### src/logic/hsid_pkg.sv
package hsid_pkg;

  localparam int WORD_WIDTH            = 32;                         // Register data width
  localparam int BAND_WIDTH            = 16;                         // One band sample
  localparam int HSI_BANDS             = 128;                        // Largest band count
  localparam int HSI_LIBRARY_SIZE      = 256;                        // Library capacity
  localparam int HSI_BANDS_ADDR        = $clog2(HSI_BANDS);          // 7 bits
  localparam int HSI_LIBRARY_SIZE_ADDR = $clog2(HSI_LIBRARY_SIZE);   // 8 bits
  localparam int AXIL_ADDR_WIDTH       = 6;                          // Byte address

  // Register byte offsets
  typedef enum logic [AXIL_ADDR_WIDTH-1:0] {
    STATUS              = 6'h00,
    LIBRARY_SIZE        = 6'h04,
    PIXEL_BANDS         = 6'h08,
    CAPTURED_PIXEL_ADDR = 6'h0C,
    LIBRARY_PIXEL_ADDR  = 6'h10,
    MSE_MIN_REF         = 6'h14,
    MSE_MIN_VALUE       = 6'h18,
    MSE_MAX_REF         = 6'h1C,
    MSE_MAX_VALUE       = 6'h20
  } reg_addr_e;

  typedef enum logic [2:0] {IDLE, RUN, DRAIN, DONE, ERROR} run_state_e;

  typedef enum logic [1:0] {OKAY = 2'b00, SLVERR = 2'b10} axil_resp_e;

  typedef struct packed {
    logic                       aw_valid;
    logic [AXIL_ADDR_WIDTH-1:0] aw_addr;
    logic                       w_valid;
    logic [WORD_WIDTH-1:0]      w_data;
    logic [WORD_WIDTH/8-1:0]    w_strb;
    logic                       b_ready;
    logic                       ar_valid;
    logic [AXIL_ADDR_WIDTH-1:0] ar_addr;
    logic                       r_ready;
  } axil_req_t;

  typedef struct packed {
    logic                  aw_ready;
    logic                  w_ready;
    logic                  b_valid;
    axil_resp_e            b_resp;
    logic                  ar_ready;
    logic                  r_valid;
    logic [WORD_WIDTH-1:0] r_data;
    axil_resp_e            r_resp;
  } axil_rsp_t;

  typedef struct packed {
    logic [HSI_LIBRARY_SIZE_ADDR-1:0] library_size;
    logic [HSI_BANDS_ADDR-1:0]        pixel_bands;
  } run_cfg_t;

  typedef struct packed {
    logic idle;
    logic ready;
    logic done;
    logic error;
  } run_status_t;

  // Two bands of captured and library pixel per beat
  typedef struct packed {
    logic [BAND_WIDTH-1:0] cap_even;
    logic [BAND_WIDTH-1:0] cap_odd;
    logic [BAND_WIDTH-1:0] lib_even;
    logic [BAND_WIDTH-1:0] lib_odd;
  } band_pair_t;

  typedef struct packed {
    logic                             valid;
    logic                             first;   // First beat of a pixel
    logic                             last;    // Last beat of a pixel
    logic [HSI_LIBRARY_SIZE_ADDR-1:0] lib_ref; // Library pixel index
  } lane_ctl_t;

  typedef struct packed {
    logic [HSI_LIBRARY_SIZE_ADDR-1:0] min_ref;
    logic [WORD_WIDTH-1:0]            min_value;
    logic [HSI_LIBRARY_SIZE_ADDR-1:0] max_ref;
    logic [WORD_WIDTH-1:0]            max_value;
  } mse_result_t;

endpackage

### src/logic/hsid_ctrl_reg.sv
`timescale 1ns/1ps

module hsid_ctrl_reg (
  input  logic                               clk,
  input  logic                               arst_n,
  input  hsid_pkg::axil_req_t                axil_req,
  output hsid_pkg::axil_rsp_t                axil_rsp,
  output logic                               start,
  output logic                               clear,
  output hsid_pkg::run_cfg_t                 cfg,
  output logic [hsid_pkg::WORD_WIDTH-1:0]    captured_pixel_addr,
  output logic [hsid_pkg::WORD_WIDTH-1:0]    library_pixel_addr,
  input  hsid_pkg::run_status_t              status,
  input  hsid_pkg::mse_result_t              result,
  input  logic                               result_valid
);
  import hsid_pkg::*;

  logic                       aw_seen, w_seen;    // Halves of a pending write
  logic [AXIL_ADDR_WIDTH-1:0] aw_addr_q;
  logic [WORD_WIDTH-1:0]      w_data_q;
  logic [WORD_WIDTH/8-1:0]    w_strb_q;
  logic                       b_valid, r_valid;
  axil_resp_e                 b_resp, r_resp, rd_resp;
  logic [WORD_WIDTH-1:0]      r_data, rd_data;
  logic                       wr_fire;
  mse_result_t                res_q;              // Latched results

  // Byte-lane merge of a write into the old value
  function automatic logic [WORD_WIDTH-1:0] merge(input logic [WORD_WIDTH-1:0] old_val,
                                                  input logic [WORD_WIDTH-1:0] new_val,
                                                  input logic [WORD_WIDTH/8-1:0] strb);
    logic [WORD_WIDTH-1:0] res;
    res = old_val;
    for (int i = 0; i < WORD_WIDTH/8; i++) begin
      if (strb[i]) res[8*i +: 8] = new_val[8*i +: 8];
    end
    return res;
  endfunction

  assign wr_fire = aw_seen && w_seen;  // Both halves in, commit this cycle

  assign axil_rsp.aw_ready = !aw_seen && !b_valid;
  assign axil_rsp.w_ready  = !w_seen && !b_valid;
  assign axil_rsp.b_valid  = b_valid;
  assign axil_rsp.b_resp   = b_resp;
  assign axil_rsp.ar_ready = !r_valid;  // One read outstanding
  assign axil_rsp.r_valid  = r_valid;
  assign axil_rsp.r_data   = r_data;
  assign axil_rsp.r_resp   = r_resp;

  always_ff @(posedge clk) begin
    if (axil_req.aw_valid && axil_rsp.aw_ready) aw_addr_q <= axil_req.aw_addr;
    if (axil_req.w_valid && axil_rsp.w_ready) begin
      w_data_q <= axil_req.w_data;
      w_strb_q <= axil_req.w_strb;
    end
  end

  // Write channel and configuration
  always_ff @(posedge clk or negedge arst_n) begin
    if (!arst_n) begin
      aw_seen             <= 1'b0;
      w_seen              <= 1'b0;
      b_valid             <= 1'b0;
      b_resp              <= OKAY;
      start               <= 1'b0;
      clear               <= 1'b0;
      cfg                 <= '0;
      captured_pixel_addr <= '0;
      library_pixel_addr  <= '0;
    end else begin
      start <= 1'b0;  // Self-clearing pulses
      clear <= 1'b0;
      if (axil_req.aw_valid && axil_rsp.aw_ready) aw_seen <= 1'b1;
      if (axil_req.w_valid && axil_rsp.w_ready)   w_seen  <= 1'b1;
      if (b_valid && axil_req.b_ready) b_valid <= 1'b0;
      if (wr_fire) begin
        aw_seen <= 1'b0;
        w_seen  <= 1'b0;
        b_valid <= 1'b1;
        b_resp  <= OKAY;
        case (reg_addr_e'(aw_addr_q))
          STATUS: if (w_strb_q[0]) begin
            start <= w_data_q[0] && status.idle;  // No start while busy
            clear <= w_data_q[1];
          end
          LIBRARY_SIZE:
            if (status.idle) cfg.library_size <= HSI_LIBRARY_SIZE_ADDR'(
                merge(WORD_WIDTH'(cfg.library_size), w_data_q, w_strb_q));
            else b_resp <= SLVERR;
          PIXEL_BANDS:
            if (status.idle) cfg.pixel_bands <= HSI_BANDS_ADDR'(
                merge(WORD_WIDTH'(cfg.pixel_bands), w_data_q, w_strb_q));
            else b_resp <= SLVERR;
          CAPTURED_PIXEL_ADDR:
            if (status.idle)
              captured_pixel_addr <= merge(captured_pixel_addr, w_data_q, w_strb_q);
            else b_resp <= SLVERR;
          LIBRARY_PIXEL_ADDR:
            if (status.idle)
              library_pixel_addr <= merge(library_pixel_addr, w_data_q, w_strb_q);
            else b_resp <= SLVERR;
          MSE_MIN_REF, MSE_MIN_VALUE, MSE_MAX_REF, MSE_MAX_VALUE: ;  // Read only
          default: b_resp <= SLVERR;
        endcase
      end
    end
  end

  // Results follow the combiner, clear wipes them
  always_ff @(posedge clk or negedge arst_n) begin
    if (!arst_n)           res_q <= '0;
    else if (clear)        res_q <= '0;
    else if (result_valid) res_q <= result;
  end

  // Read decode
  always_comb begin
    rd_data = '0;
    rd_resp = OKAY;
    case (reg_addr_e'(axil_req.ar_addr))
      STATUS:              rd_data = WORD_WIDTH'({status.error, status.done,
                                                  status.ready, status.idle, 2'b00});
      LIBRARY_SIZE:        rd_data = WORD_WIDTH'(cfg.library_size);
      PIXEL_BANDS:         rd_data = WORD_WIDTH'(cfg.pixel_bands);
      CAPTURED_PIXEL_ADDR: rd_data = captured_pixel_addr;
      LIBRARY_PIXEL_ADDR:  rd_data = library_pixel_addr;
      MSE_MIN_REF:         rd_data = WORD_WIDTH'(res_q.min_ref);  // Zero-extended
      MSE_MIN_VALUE:       rd_data = res_q.min_value;
      MSE_MAX_REF:         rd_data = WORD_WIDTH'(res_q.max_ref);
      MSE_MAX_VALUE:       rd_data = res_q.max_value;
      default:             rd_resp = SLVERR;
    endcase
  end

  always_ff @(posedge clk or negedge arst_n) begin
    if (!arst_n) begin
      r_valid <= 1'b0;
      r_data  <= '0;
      r_resp  <= OKAY;
    end else if (axil_req.ar_valid && axil_rsp.ar_ready) begin
      r_valid <= 1'b1;
      r_data  <= rd_data;
      r_resp  <= rd_resp;
    end else if (r_valid && axil_req.r_ready) begin
      r_valid <= 1'b0;
    end
  end

  // Sequencer still idle when the pulse reaches it
  a_start_when_idle: assert property (@(posedge clk) disable iff (!arst_n)
    start |-> status.idle);

  // Response held and unchanged while the master stalls
  a_b_hold: assert property (@(posedge clk) disable iff (!arst_n)
    axil_rsp.b_valid && !axil_req.b_ready |=> axil_rsp.b_valid && $stable(axil_rsp.b_resp));

endmodule

### src/logic/hsid_mse_combiner.sv
`timescale 1ns/1ps

module hsid_mse_combiner (
  input  logic                                        clk,
  input  logic                                        arst_n,
  input  logic                                        clear,
  input  logic [hsid_pkg::WORD_WIDTH-1:0]             even_sum,
  input  logic [hsid_pkg::WORD_WIDTH-1:0]             odd_sum,
  input  logic                                        sum_valid,
  input  logic [hsid_pkg::HSI_LIBRARY_SIZE_ADDR-1:0]  sum_ref,
  output hsid_pkg::mse_result_t                       result,
  output logic                                        result_valid
);
  import hsid_pkg::*;

  logic [WORD_WIDTH:0]   total_raw;
  logic [WORD_WIDTH-1:0] total;     // Saturated pixel distance
  logic                  first_pix;

  assign total_raw = {1'b0, even_sum} + odd_sum;
  assign total     = total_raw[WORD_WIDTH] ? '1 : total_raw[WORD_WIDTH-1:0];
  assign first_pix = (sum_ref == '0);  // Library index 0 opens a run

  always_ff @(posedge clk or negedge arst_n) begin
    if (!arst_n) begin
      result       <= '0;
      result_valid <= 1'b0;
    end else if (clear) begin
      result       <= '0;
      result_valid <= 1'b0;
    end else begin
      result_valid <= sum_valid;
      if (sum_valid) begin
        // Strict compare, ties keep the earlier reference
        if (first_pix || total < result.min_value) begin
          result.min_value <= total;
          result.min_ref   <= sum_ref;
        end
        if (first_pix || total > result.max_value) begin
          result.max_value <= total;
          result.max_ref   <= sum_ref;
        end
      end
    end
  end

endmodule

### src/logic/hsid_sequencer.sv
`timescale 1ns/1ps

module hsid_sequencer (
  input  logic                   clk,
  input  logic                   arst_n,
  input  logic                   start,
  input  logic                   clear,
  input  hsid_pkg::run_cfg_t     cfg,
  output hsid_pkg::run_status_t  status,
  input  hsid_pkg::band_pair_t   sample,
  input  logic                   sample_valid,
  output logic                   sample_ready,
  output hsid_pkg::lane_ctl_t    lane_ctl,
  output hsid_pkg::band_pair_t   lane_sample
);
  import hsid_pkg::*;

  run_state_e                       state_q;
  logic [HSI_BANDS_ADDR-1:0]        beat_q;     // Beat within pixel
  logic [HSI_LIBRARY_SIZE_ADDR-1:0] pix_q;      // Pixel within library
  logic [1:0]                       drain_q;    // Pipeline drain count
  logic [HSI_BANDS_ADDR-1:0]        last_beat;
  logic                             beat_hs, pix_end, lib_end, cfg_bad;

  assign last_beat = (cfg.pixel_bands >> 1) - 1'b1;  // Two bands per beat
  assign cfg_bad   = (cfg.pixel_bands == '0) || cfg.pixel_bands[0] || (cfg.library_size == '0);

  assign sample_ready = (state_q == RUN);
  assign beat_hs      = sample_valid && sample_ready;
  assign pix_end      = (beat_q == last_beat);
  assign lib_end      = pix_end && (pix_q == cfg.library_size - 1'b1);

  // Tag the accepted beat for the lanes
  assign lane_ctl.valid   = beat_hs;
  assign lane_ctl.first   = (beat_q == '0);
  assign lane_ctl.last    = pix_end;
  assign lane_ctl.lib_ref = pix_q;
  assign lane_sample      = sample;

  assign status.idle  = (state_q == IDLE);
  assign status.ready = (state_q == RUN);
  assign status.done  = (state_q == DONE);
  assign status.error = (state_q == ERROR);

  always_ff @(posedge clk or negedge arst_n) begin
    if (!arst_n) begin
      state_q <= IDLE;
      beat_q  <= '0;
      pix_q   <= '0;
      drain_q <= '0;
    end else if (clear) begin  // Any state back to idle
      state_q <= IDLE;
      beat_q  <= '0;
      pix_q   <= '0;
    end else begin
      case (state_q)
        IDLE: if (start) begin
          beat_q  <= '0;
          pix_q   <= '0;
          state_q <= cfg_bad ? ERROR : RUN;
        end
        RUN: if (beat_hs) begin
          beat_q <= pix_end ? '0 : beat_q + 1'b1;
          if (pix_end) pix_q <= pix_q + 1'b1;
          if (lib_end) begin
            state_q <= DRAIN;
            drain_q <= '0;
          end
        end
        DRAIN: begin  // Lane two stages plus combiner
          drain_q <= drain_q + 1'b1;
          if (drain_q == 2'd2) state_q <= DONE;
        end
        default: ;  // DONE and ERROR wait for clear
      endcase
    end
  end

  // Ready only inside RUN and within the configured pixel and library span
  a_ready_only_in_run: assert property (@(posedge clk) disable iff (!arst_n)
    sample_ready |-> (state_q == RUN) && (pix_q < cfg.library_size) && (beat_q <= last_beat));

endmodule

### src/logic/hsid_sq_diff_lane.sv
`timescale 1ns/1ps

module hsid_sq_diff_lane (
  input  logic                                        clk,
  input  logic                                        arst_n,
  input  hsid_pkg::lane_ctl_t                         ctl,
  input  logic [hsid_pkg::BAND_WIDTH-1:0]             cap,
  input  logic [hsid_pkg::BAND_WIDTH-1:0]             lib,
  output logic [hsid_pkg::WORD_WIDTH-1:0]             sum,
  output logic                                        sum_valid,
  output logic [hsid_pkg::HSI_LIBRARY_SIZE_ADDR-1:0]  sum_ref
);
  import hsid_pkg::*;

  lane_ctl_t             ctl_q;     // Stage 1 tag
  logic [BAND_WIDTH-1:0] diff_q;    // Stage 1 absolute difference
  logic [WORD_WIDTH-1:0] sq, base;
  logic [WORD_WIDTH:0]   acc_next;  // One carry bit for saturation

  assign sq       = diff_q * diff_q;             // 16x16 fits the word
  assign base     = ctl_q.first ? '0 : sum;      // Restart on new pixel
  assign acc_next = {1'b0, base} + sq;

  always_ff @(posedge clk or negedge arst_n) begin
    if (!arst_n) begin
      ctl_q     <= '0;
      sum_valid <= 1'b0;
    end else begin
      ctl_q     <= ctl;
      sum_valid <= ctl_q.valid && ctl_q.last;  // Pixel sum complete
    end
  end

  always_ff @(posedge clk) begin
    diff_q <= (cap > lib) ? cap - lib : lib - cap;
    if (ctl_q.valid) begin
      sum     <= acc_next[WORD_WIDTH] ? '1 : acc_next[WORD_WIDTH-1:0];
      sum_ref <= ctl_q.lib_ref;
    end
  end

endmodule

### src/logic/hsid_top.sv
`timescale 1ns/1ps

module hsid_top (
  input  logic                             clk,
  input  logic                             arst_n,
  input  hsid_pkg::axil_req_t              axil_req,
  output hsid_pkg::axil_rsp_t              axil_rsp,
  input  hsid_pkg::band_pair_t             sample,
  input  logic                             sample_valid,
  output logic                             sample_ready,
  output logic [hsid_pkg::WORD_WIDTH-1:0]  captured_pixel_addr,
  output logic [hsid_pkg::WORD_WIDTH-1:0]  library_pixel_addr
);
  import hsid_pkg::*;

  logic                             start, clear;
  run_cfg_t                         cfg;
  run_status_t                      status;
  lane_ctl_t                        lane_ctl;
  band_pair_t                       lane_sample;
  logic [WORD_WIDTH-1:0]            even_sum, odd_sum;
  logic                             even_valid, odd_valid;
  logic [HSI_LIBRARY_SIZE_ADDR-1:0] even_ref, odd_ref;
  mse_result_t                      result;
  logic                             result_valid;

  hsid_ctrl_reg ctrl_reg_i (
    .clk                 (clk),
    .arst_n              (arst_n),
    .axil_req            (axil_req),
    .axil_rsp            (axil_rsp),
    .start               (start),
    .clear               (clear),
    .cfg                 (cfg),
    .captured_pixel_addr (captured_pixel_addr),
    .library_pixel_addr  (library_pixel_addr),
    .status              (status),
    .result              (result),
    .result_valid        (result_valid)
  );

  hsid_sequencer sequencer_i (
    .clk          (clk),
    .arst_n       (arst_n),
    .start        (start),
    .clear        (clear),
    .cfg          (cfg),
    .status       (status),
    .sample       (sample),
    .sample_valid (sample_valid),
    .sample_ready (sample_ready),
    .lane_ctl     (lane_ctl),
    .lane_sample  (lane_sample)
  );

  // Even bands
  hsid_sq_diff_lane lane_even_i (
    .clk       (clk),
    .arst_n    (arst_n),
    .ctl       (lane_ctl),
    .cap       (lane_sample.cap_even),
    .lib       (lane_sample.lib_even),
    .sum       (even_sum),
    .sum_valid (even_valid),
    .sum_ref   (even_ref)
  );

  // Odd bands
  hsid_sq_diff_lane lane_odd_i (
    .clk       (clk),
    .arst_n    (arst_n),
    .ctl       (lane_ctl),
    .cap       (lane_sample.cap_odd),
    .lib       (lane_sample.lib_odd),
    .sum       (odd_sum),
    .sum_valid (odd_valid),
    .sum_ref   (odd_ref)
  );

  hsid_mse_combiner combiner_i (
    .clk          (clk),
    .arst_n       (arst_n),
    .clear        (clear),
    .even_sum     (even_sum),
    .odd_sum      (odd_sum),
    .sum_valid    (even_valid),  // Lanes run in lockstep
    .sum_ref      (even_ref),
    .result       (result),
    .result_valid (result_valid)
  );

  // Lanes agree and keep the two-stage latency the drain count relies on
  a_lanes_in_step: assert property (@(posedge clk) disable iff (!arst_n)
    (even_valid == odd_valid) && (!even_valid || even_ref == odd_ref) &&
    (even_valid == $past(lane_ctl.valid && lane_ctl.last, 2)));

endmodule

### config.mk
export PLATFORM = sky130hd
export DESIGN_NAME = hsid_top
export DESIGN_NICKNAME = d
export VERILOG_FILES = /design/src/logic/hsid_pkg.sv /design/src/logic/hsid_ctrl_reg.sv /design/src/logic/hsid_mse_combiner.sv /design/src/logic/hsid_sequencer.sv /design/src/logic/hsid_sq_diff_lane.sv /design/src/logic/hsid_top.sv
export SDC_FILE = /design/constraint.sdc
export NUM_CORES = 2
export LEC_CHECK = 0
export BUFFER_PORTS_ARGS = -buffer_cell sky130_fd_sc_hd__buf_2
export CAP_MARGIN = 15
export CORE_UTILIZATION = 45
export DETAILED_ROUTE_END_ITERATION = 8
export PLACE_DENSITY_LB_ADDON = 0.2
export SYNTH_ARGS = -nofsm -noshare
export SYNTH_HDL_FRONTEND = slang
export SYNTH_HIERARCHICAL = 1
export SYNTH_SLANG_ARGS = --single-unit
### constraint.sdc
create_clock -name clk -period 7.3 [get_ports clk]
set_clock_uncertainty 0.2 [all_clocks]
set_input_delay 0.73 -clock clk [delete_from_list [all_inputs] [get_ports clk]]
set_output_delay 0.73 -clock clk [all_outputs]
set_load 0.01 [all_outputs]
# Word-level counts from Yosys, hierarchy flattened
# Cells that the tools add are included.
dict set report totals {
  reg_bits 460
  in_bits 120
  out_inout_bits 106
  word_cells 201
}
dict set report op_classes {
  add_sub_neg 12
  mul 2
  n_lt_le_gt_ge 4
  n_eq_ne 30
  muxes 50
  bitwise 1
  n_reduce_logical 57
}
# operator n
set op_table {}
lappend op_table {{$mux W80} 4}
lappend op_table {{$pmux W32 S9} 1}
lappend op_table {{$add A32 B32 Y33} 3}
lappend op_table {{$mux W32} 3}
lappend op_table {{$mux W40} 2}
lappend op_table {{$mul A16 B16 Y32} 2}
lappend op_table {{$sub A16 B16 Y16} 4}
lappend op_table {{$eq A6 B5 Y1 const B} 8}
lappend op_table {{$reduce_and A4 Y1} 12}
lappend op_table {{$gt A16 B16 Y1} 2}
lappend op_table {{$gt A32 B32 Y1} 1}
lappend op_table {{$lt A32 B32 Y1} 1}
lappend op_table {{$mux W16} 2}
lappend op_table {{$mux W8} 4}
lappend op_table {{$mux W7} 4}
lappend op_table {{$eq A6 B4 Y1 const B} 4}
lappend op_table {{$mux W3} 6}
lappend op_table {{$reduce_bool A2 Y1} 9}
lappend op_table {{$logic_not A8 Y1} 2}
lappend op_table {{$pmux W8 S2} 1}
lappend op_table {{$mux W1} 15}
lappend op_table {{$logic_not A7 Y1} 2}
lappend op_table {{$pmux W7 S2} 1}
lappend op_table {{$eq A6 B3 Y1 const B} 2}
lappend op_table {{33 further kinds} 61}

# Depth between registers and ports, before layout
dict set report depth {
  depth_word 7
  depth_mapped 28
  mapped_depth_nobuf 23
}

# Modules after synthesis
# Netlist, hierarchy kept.
# module n_inst cells_each area_per_inst_um2 seq_area_each_um2
set modules_own_cells {}
lappend modules_own_cells {{hsid_sq_diff_lane (lane_even_i)} 1 1336 12210.5 1821.7}
lappend modules_own_cells {{hsid_sq_diff_lane (lane_odd_i)} 1 1336 12130.4 1821.7}
lappend modules_own_cells {hsid_ctrl_reg 1 739 9985.8 6241.0}
lappend modules_own_cells {hsid_mse_combiner 1 739 6819.0 2026.9}
lappend modules_own_cells {hsid_sequencer 1 269 2252.2 500.5}

# Worst setup path after synthesis
# Ideal clock, no wire load.
dict set report synth_timing {
  path_kind {register to register}
  start {register lane_odd_i.diff_q[2]}
  end {register lane_odd_i/sum[13] (netlist bit), data pin}
  setup_time_ns 0.255
  arrival_time_ns 6.128
  required_ns 6.845
  slack_ns 0.716
  path_stages_with_launch 25
  n_path_buf 5
  synth_period_minus_slack_ns 6.584
  cell_sequence {dfxtp_1 -> clkbuf_1 -> clkbuf_1 -> nand2_1 -> fa_1 -> fa_1 -> fa_1 -> inv_1 -> fa_1 -> fa_1 -> inv_1 -> fa_1 -> inv_1 -> ha_1 -> clkbuf_2 -> nand2_1 -> o21ai_1 -> a31o_1 -> a41o_1 -> a21o_1 -> o41a_4 -> xnor2_4 -> buf_6 -> buf_12 -> nand2_2}
}
dict set report synth_via {
  elab_chain_len 2
}
# item line_no
set synth_lines {}
lappend synth_lines {{start, declared} hsid_sq_diff_lane.sv:16} ;# logic [BAND_WIDTH-1:0] diff_q;
lappend synth_lines {{start signal, assigned} hsid_sq_diff_lane.sv:35} ;# diff_q <= (cap > lib) ? cap - lib : lib - cap;
lappend synth_lines {{$mul A16 B16 Y32} hsid_sq_diff_lane.sv:20} ;# assign sq = diff_q * diff_q;
lappend synth_lines {{$add A32 B32 Y33} hsid_sq_diff_lane.sv:22} ;# assign acc_next = {1'b0, base} + sq;
lappend synth_lines {{end signal, assigned} hsid_sq_diff_lane.sv:37} ;# sum <= acc_next[WORD_WIDTH] ? '1 : acc_next[WORD_WIDTH-1:0];
lappend synth_lines {{end, declared} hsid_sq_diff_lane.sv:9} ;# output logic [hsid_pkg::WORD_WIDTH-1:0] sum,
# No other way between the ends.
# A chain may end at the register's enable or synchronous reset.

# Worst setup path after layout
dict set report layout_timing {
  start {register lane_even_i.diff_q[6]}
  end {register lane_even_i/sum[0] (netlist bit), data pin}
}
dict set report layout_via {
  elab_chain_len 2
}
# item line_no
set layout_lines {}
lappend layout_lines {{start, declared} hsid_sq_diff_lane.sv:16}
lappend layout_lines {{start signal, assigned} hsid_sq_diff_lane.sv:35}
lappend layout_lines {{$mul A16 B16 Y32} hsid_sq_diff_lane.sv:20}
lappend layout_lines {{$add A32 B32 Y33} hsid_sq_diff_lane.sv:22}
lappend layout_lines {{end signal, assigned} hsid_sq_diff_lane.sv:37}
lappend layout_lines {{end, declared} hsid_sq_diff_lane.sv:9}
# No other way between the ends.

==> flow_metrics.py <==
metrics = {
    "layout": {
        "seq_area_um2": 11900,
        "final_nets": 5391,
        "syn2layout_area_growth_pct": 8.47,
        "fillers": 8878,
        "final_cell_count_no_fill": 5806,
        "multi_input_area_um2": 26600,
        "post-route-util": 0.496,
        "drive_gt1_frac": 0.130,
    },
    "placed_design": {
        "dp_hpwl_um": 80900,
        "gp_congestion": 0.880,
        "io_buffer_count": 223,
        "dp_cells": 5704,
        "dp_slack_ns": 0.416,
    },
    "timing": {
        "hold_violations": 0,
        "finalMaxSlewViolations": 0,
        "fin_crit_ns": 6.83,
        "maxSlewHeadroom": 0.264,
        "worst_pin_slew_ns": 1.10,
        "fin_ws_ns": 0.466,
        "tns_ns": 0,
        "fmax_ghz": 0.146,
        "fin_crit_sh": 0.936,
        "setup_viol": 0,
        "rsz0062_at_grt": "no",
    },
    "routing": {
        "drtIter0Drc": 1743,
        "vias": 30300,
        "dr.pass1.iters": 6,
        "ant_nets": 0,
        "routedWlPerCell_um": 17.3,
        "via_per_inst": 5.22,
        "drc": 0,
        "drt_wl_total_um": 101000,
    },
    "global_routing": {
        "grt_pass1_wl_um": 165000,
        "use_met3": 0.0210,
        "grtUsageMet1": 0.291,
        "grt_antenna_before_repair": 1,
        "gr-usage-met2": 0.353,
        "track_usage": 0.210,
        "grt-busiest-layer": "met2",
        "grt_max_degree": 148,
        "grt_pass1_vias": 30700,
        "overflow": 0,
    },
    "critical_path": {
        "crit_start": "lane_even_i/diff_q[6]$_DFF_P_",
        "ff2ff_path_depth": 21,
        "path_cells": "buf_4 -> nand2_1 -> fa_1 -> fa_1 -> fa_1 -> inv_1 -> fa_1 -> fa_1 -> inv_1 -> fa_1 -> inv_1 -> ha_1 -> nand2_1 -> o21ai_0 -> a2111oi_4 -> nor4_2 -> o31ai_2 -> a21oi_1 -> xnor2_2 -> buf_4 -> or2b_1",
        "start_kind": "flip-flop",
        "critPathCaptureType": "flip-flop",
        "cpMostUsedCell": "fa_1",
        "critPathKind": "reg -> reg",
        "cp.required_ns": 7.47,
        "r2r_slack_ns": 0.47,
        "r2r-end": "lane_even_i/sum[0]$_SDFFCE_PP1P_",
        "cp_num_buf_inv": 5,
        "cpMaxStageDelayCell": "fa_1",
        "worst_path_largest_cell_delay_ns": 0.59,
        "r2r-start": "lane_even_i/diff_q[6]$_DFF_P_",
        "cp.depth": 21,
        "critPathTopFamily": "adder cells",
        "cp_max_fo": 22,
        "crit_end": "lane_even_i/sum[0]$_SDFFCE_PP1P_",
        "crit_arrival_ns": 7.00,
    },
    "clock_tree": {
        "root_buffer": "clkbuf_16",
        "cts.sinks": 460,
        "cts_max_level": 2,
        "cts_setup_buffers": 0,
        "cts.clk_slew.worst_paths_ns": 0.06,
        "numCtsBuffers": 52,
        "insertion_delay_ns": 0.63,
        "cts_tree": "done",
        "clock_path_buffers": 3,
        "cts.repair.resized": 0,
    },
    "yosys": {
        "synth.yosys.warnings": 6,
        "syn_inst": 4400,
        "synth.avg_cell_area_um2": 9.75,
        "syn_area_um2": 42900,
    },
    "floorplan": {
        "core-area_um2": 93900,
        "die_w_um": 311,
        "top_level_ports": 226,
        "initial_core_util": 0.457,
        "dieArea_um2": 96600,
        "row_count": 112,
        "die_h_um": 311,
    },
    "flow_run": {
        "maxCapViolations": 0,
    },
    "run_status": {
        "status": "finished, final reports clean",
    },
    "hold_path": {
        "hold_path.class": "in -> reg",
    },
}
## flip-flops by register name, summed over array words and instances (netlist names), 2 cells and up
name                            cells
sequencer_i/beat_q                  7
ctrl_reg_i/library_pixel_addr      32
lane_odd_i/ctl_q                    2
ctrl_reg_i/cfg                     15
ctrl_reg_i/captured_pixel_addr     32
ctrl_reg_i/w_data_q                32
sequencer_i/state_q                 3
ctrl_reg_i/res_q                   80
sequencer_i/pix_q                   8
combiner_i/result                  80
lane_odd_i/sum                     32
lane_even_i/ctl_q                  11
ctrl_reg_i/r_data                  32
lane_even_i/diff_q                 16
lane_even_i/sum                    32
lane_even_i/sum_ref                 8
ctrl_reg_i/w_strb_q                 4
ctrl_reg_i/aw_addr_q                6
sequencer_i/drain_q                 2
lane_odd_i/diff_q                  16
## routing by layer
metal / vias to the layer above / wire length [µm] / part of all wire
met5: - / 0 / 0
li1: 14600 / - / -
met1: 14900 / 46400 / 0.46
met3: 133 / 4100 / 0.041
met2: 697 / 47900 / 0.48
met4: 0 / 2110 / 0.021
## metrics by stage
stage          hold slack, ns  instance area [µm²]
2_1_floorplan           0.149                42900
3_3_place_gp            0.203                44800
3_5_place_dp            0.204                44800
4_1_cts                0.0378                46500
5_1_grt                0.0432                46500
6_report               0.0781                46500
## area by class of cell
type                            count  share of cell area
Antenna cell                        1           0.0000538
Clock buffer                       74              0.0319
Clock inverter                     24             0.00457
Inverter                          837              0.0675
Multi-Input combinational cell   2871               0.571
Sequential cell                   460               0.256
Tap cell                         1254              0.0337
Timing Repair Buffer              285              0.0351
## cells in the final DEF (no fill, tap or decap), types with 13 or more instances in the layout
master     count
a211oi_1      22
a21o_1        78
a21oi_1      190
a222oi_1      24
a22oi_1       29
a31o_2        13
a31oi_1       27
and2_1       112
and3_1        24
buf_2        222
buf_4         57
clkbuf_1      14
clkbuf_16     54
dfrtp_1      312
dfxtp_1       32
edfxtp_1     114
fa_1         387
ha_1         377
inv_1        836
mux2_1        35
mux2_2       125
mux2i_1      121
nand2_1      307
nand2_2       25
nand2b_1      53
nand3_1       41
nand4_1       33
nor2_1       183
nor2b_1       74
nor3_1        43
o211ai_1      18
o21a_1        18
o21ai_0      133
o21bai_1      22
xnor2_1       85
xor2_1        49
## how the worst min path moves through the flow
stage | start | endpoint | slack [ns] | cells past startpoint
final | axil_req[15] | ctrl_reg_i/w_data_q[2]$_DFFE_PP_ | 0.08 | 1
after global routing | axil_req[15] | ctrl_reg_i/w_data_q[2]$_DFFE_PP_ | 0.04 | 1
after global placement | lane_even_i/ctl_q[7]$_DFF_PN0_ | lane_even_i/sum_ref[7]$_DFFE_PP_ | 0.20 | 0
after detailed placement | lane_even_i/ctl_q[0]$_DFF_PN0_ | lane_even_i/sum_ref[0]$_DFFE_PP_ | 0.20 | 0
after floorplan | sequencer_i/pix_q[3]$_DFFE_PN0P_ | lane_even_i/ctl_q[3]$_DFF_PN0_ | 0.15 | 0
after CTS | axil_req[15] | ctrl_reg_i/w_data_q[2]$_DFFE_PP_ | 0.04 | 1
## timing repair
action	in CTS	in global routing
setup endpoints to repair	0	0
hold endpoints to repair	94	0
hold buffers	1	0
Power is left out: the tool's default activity adds up to more than one toggle a clock period on the data nets, which glitch-free logic cannot reach.
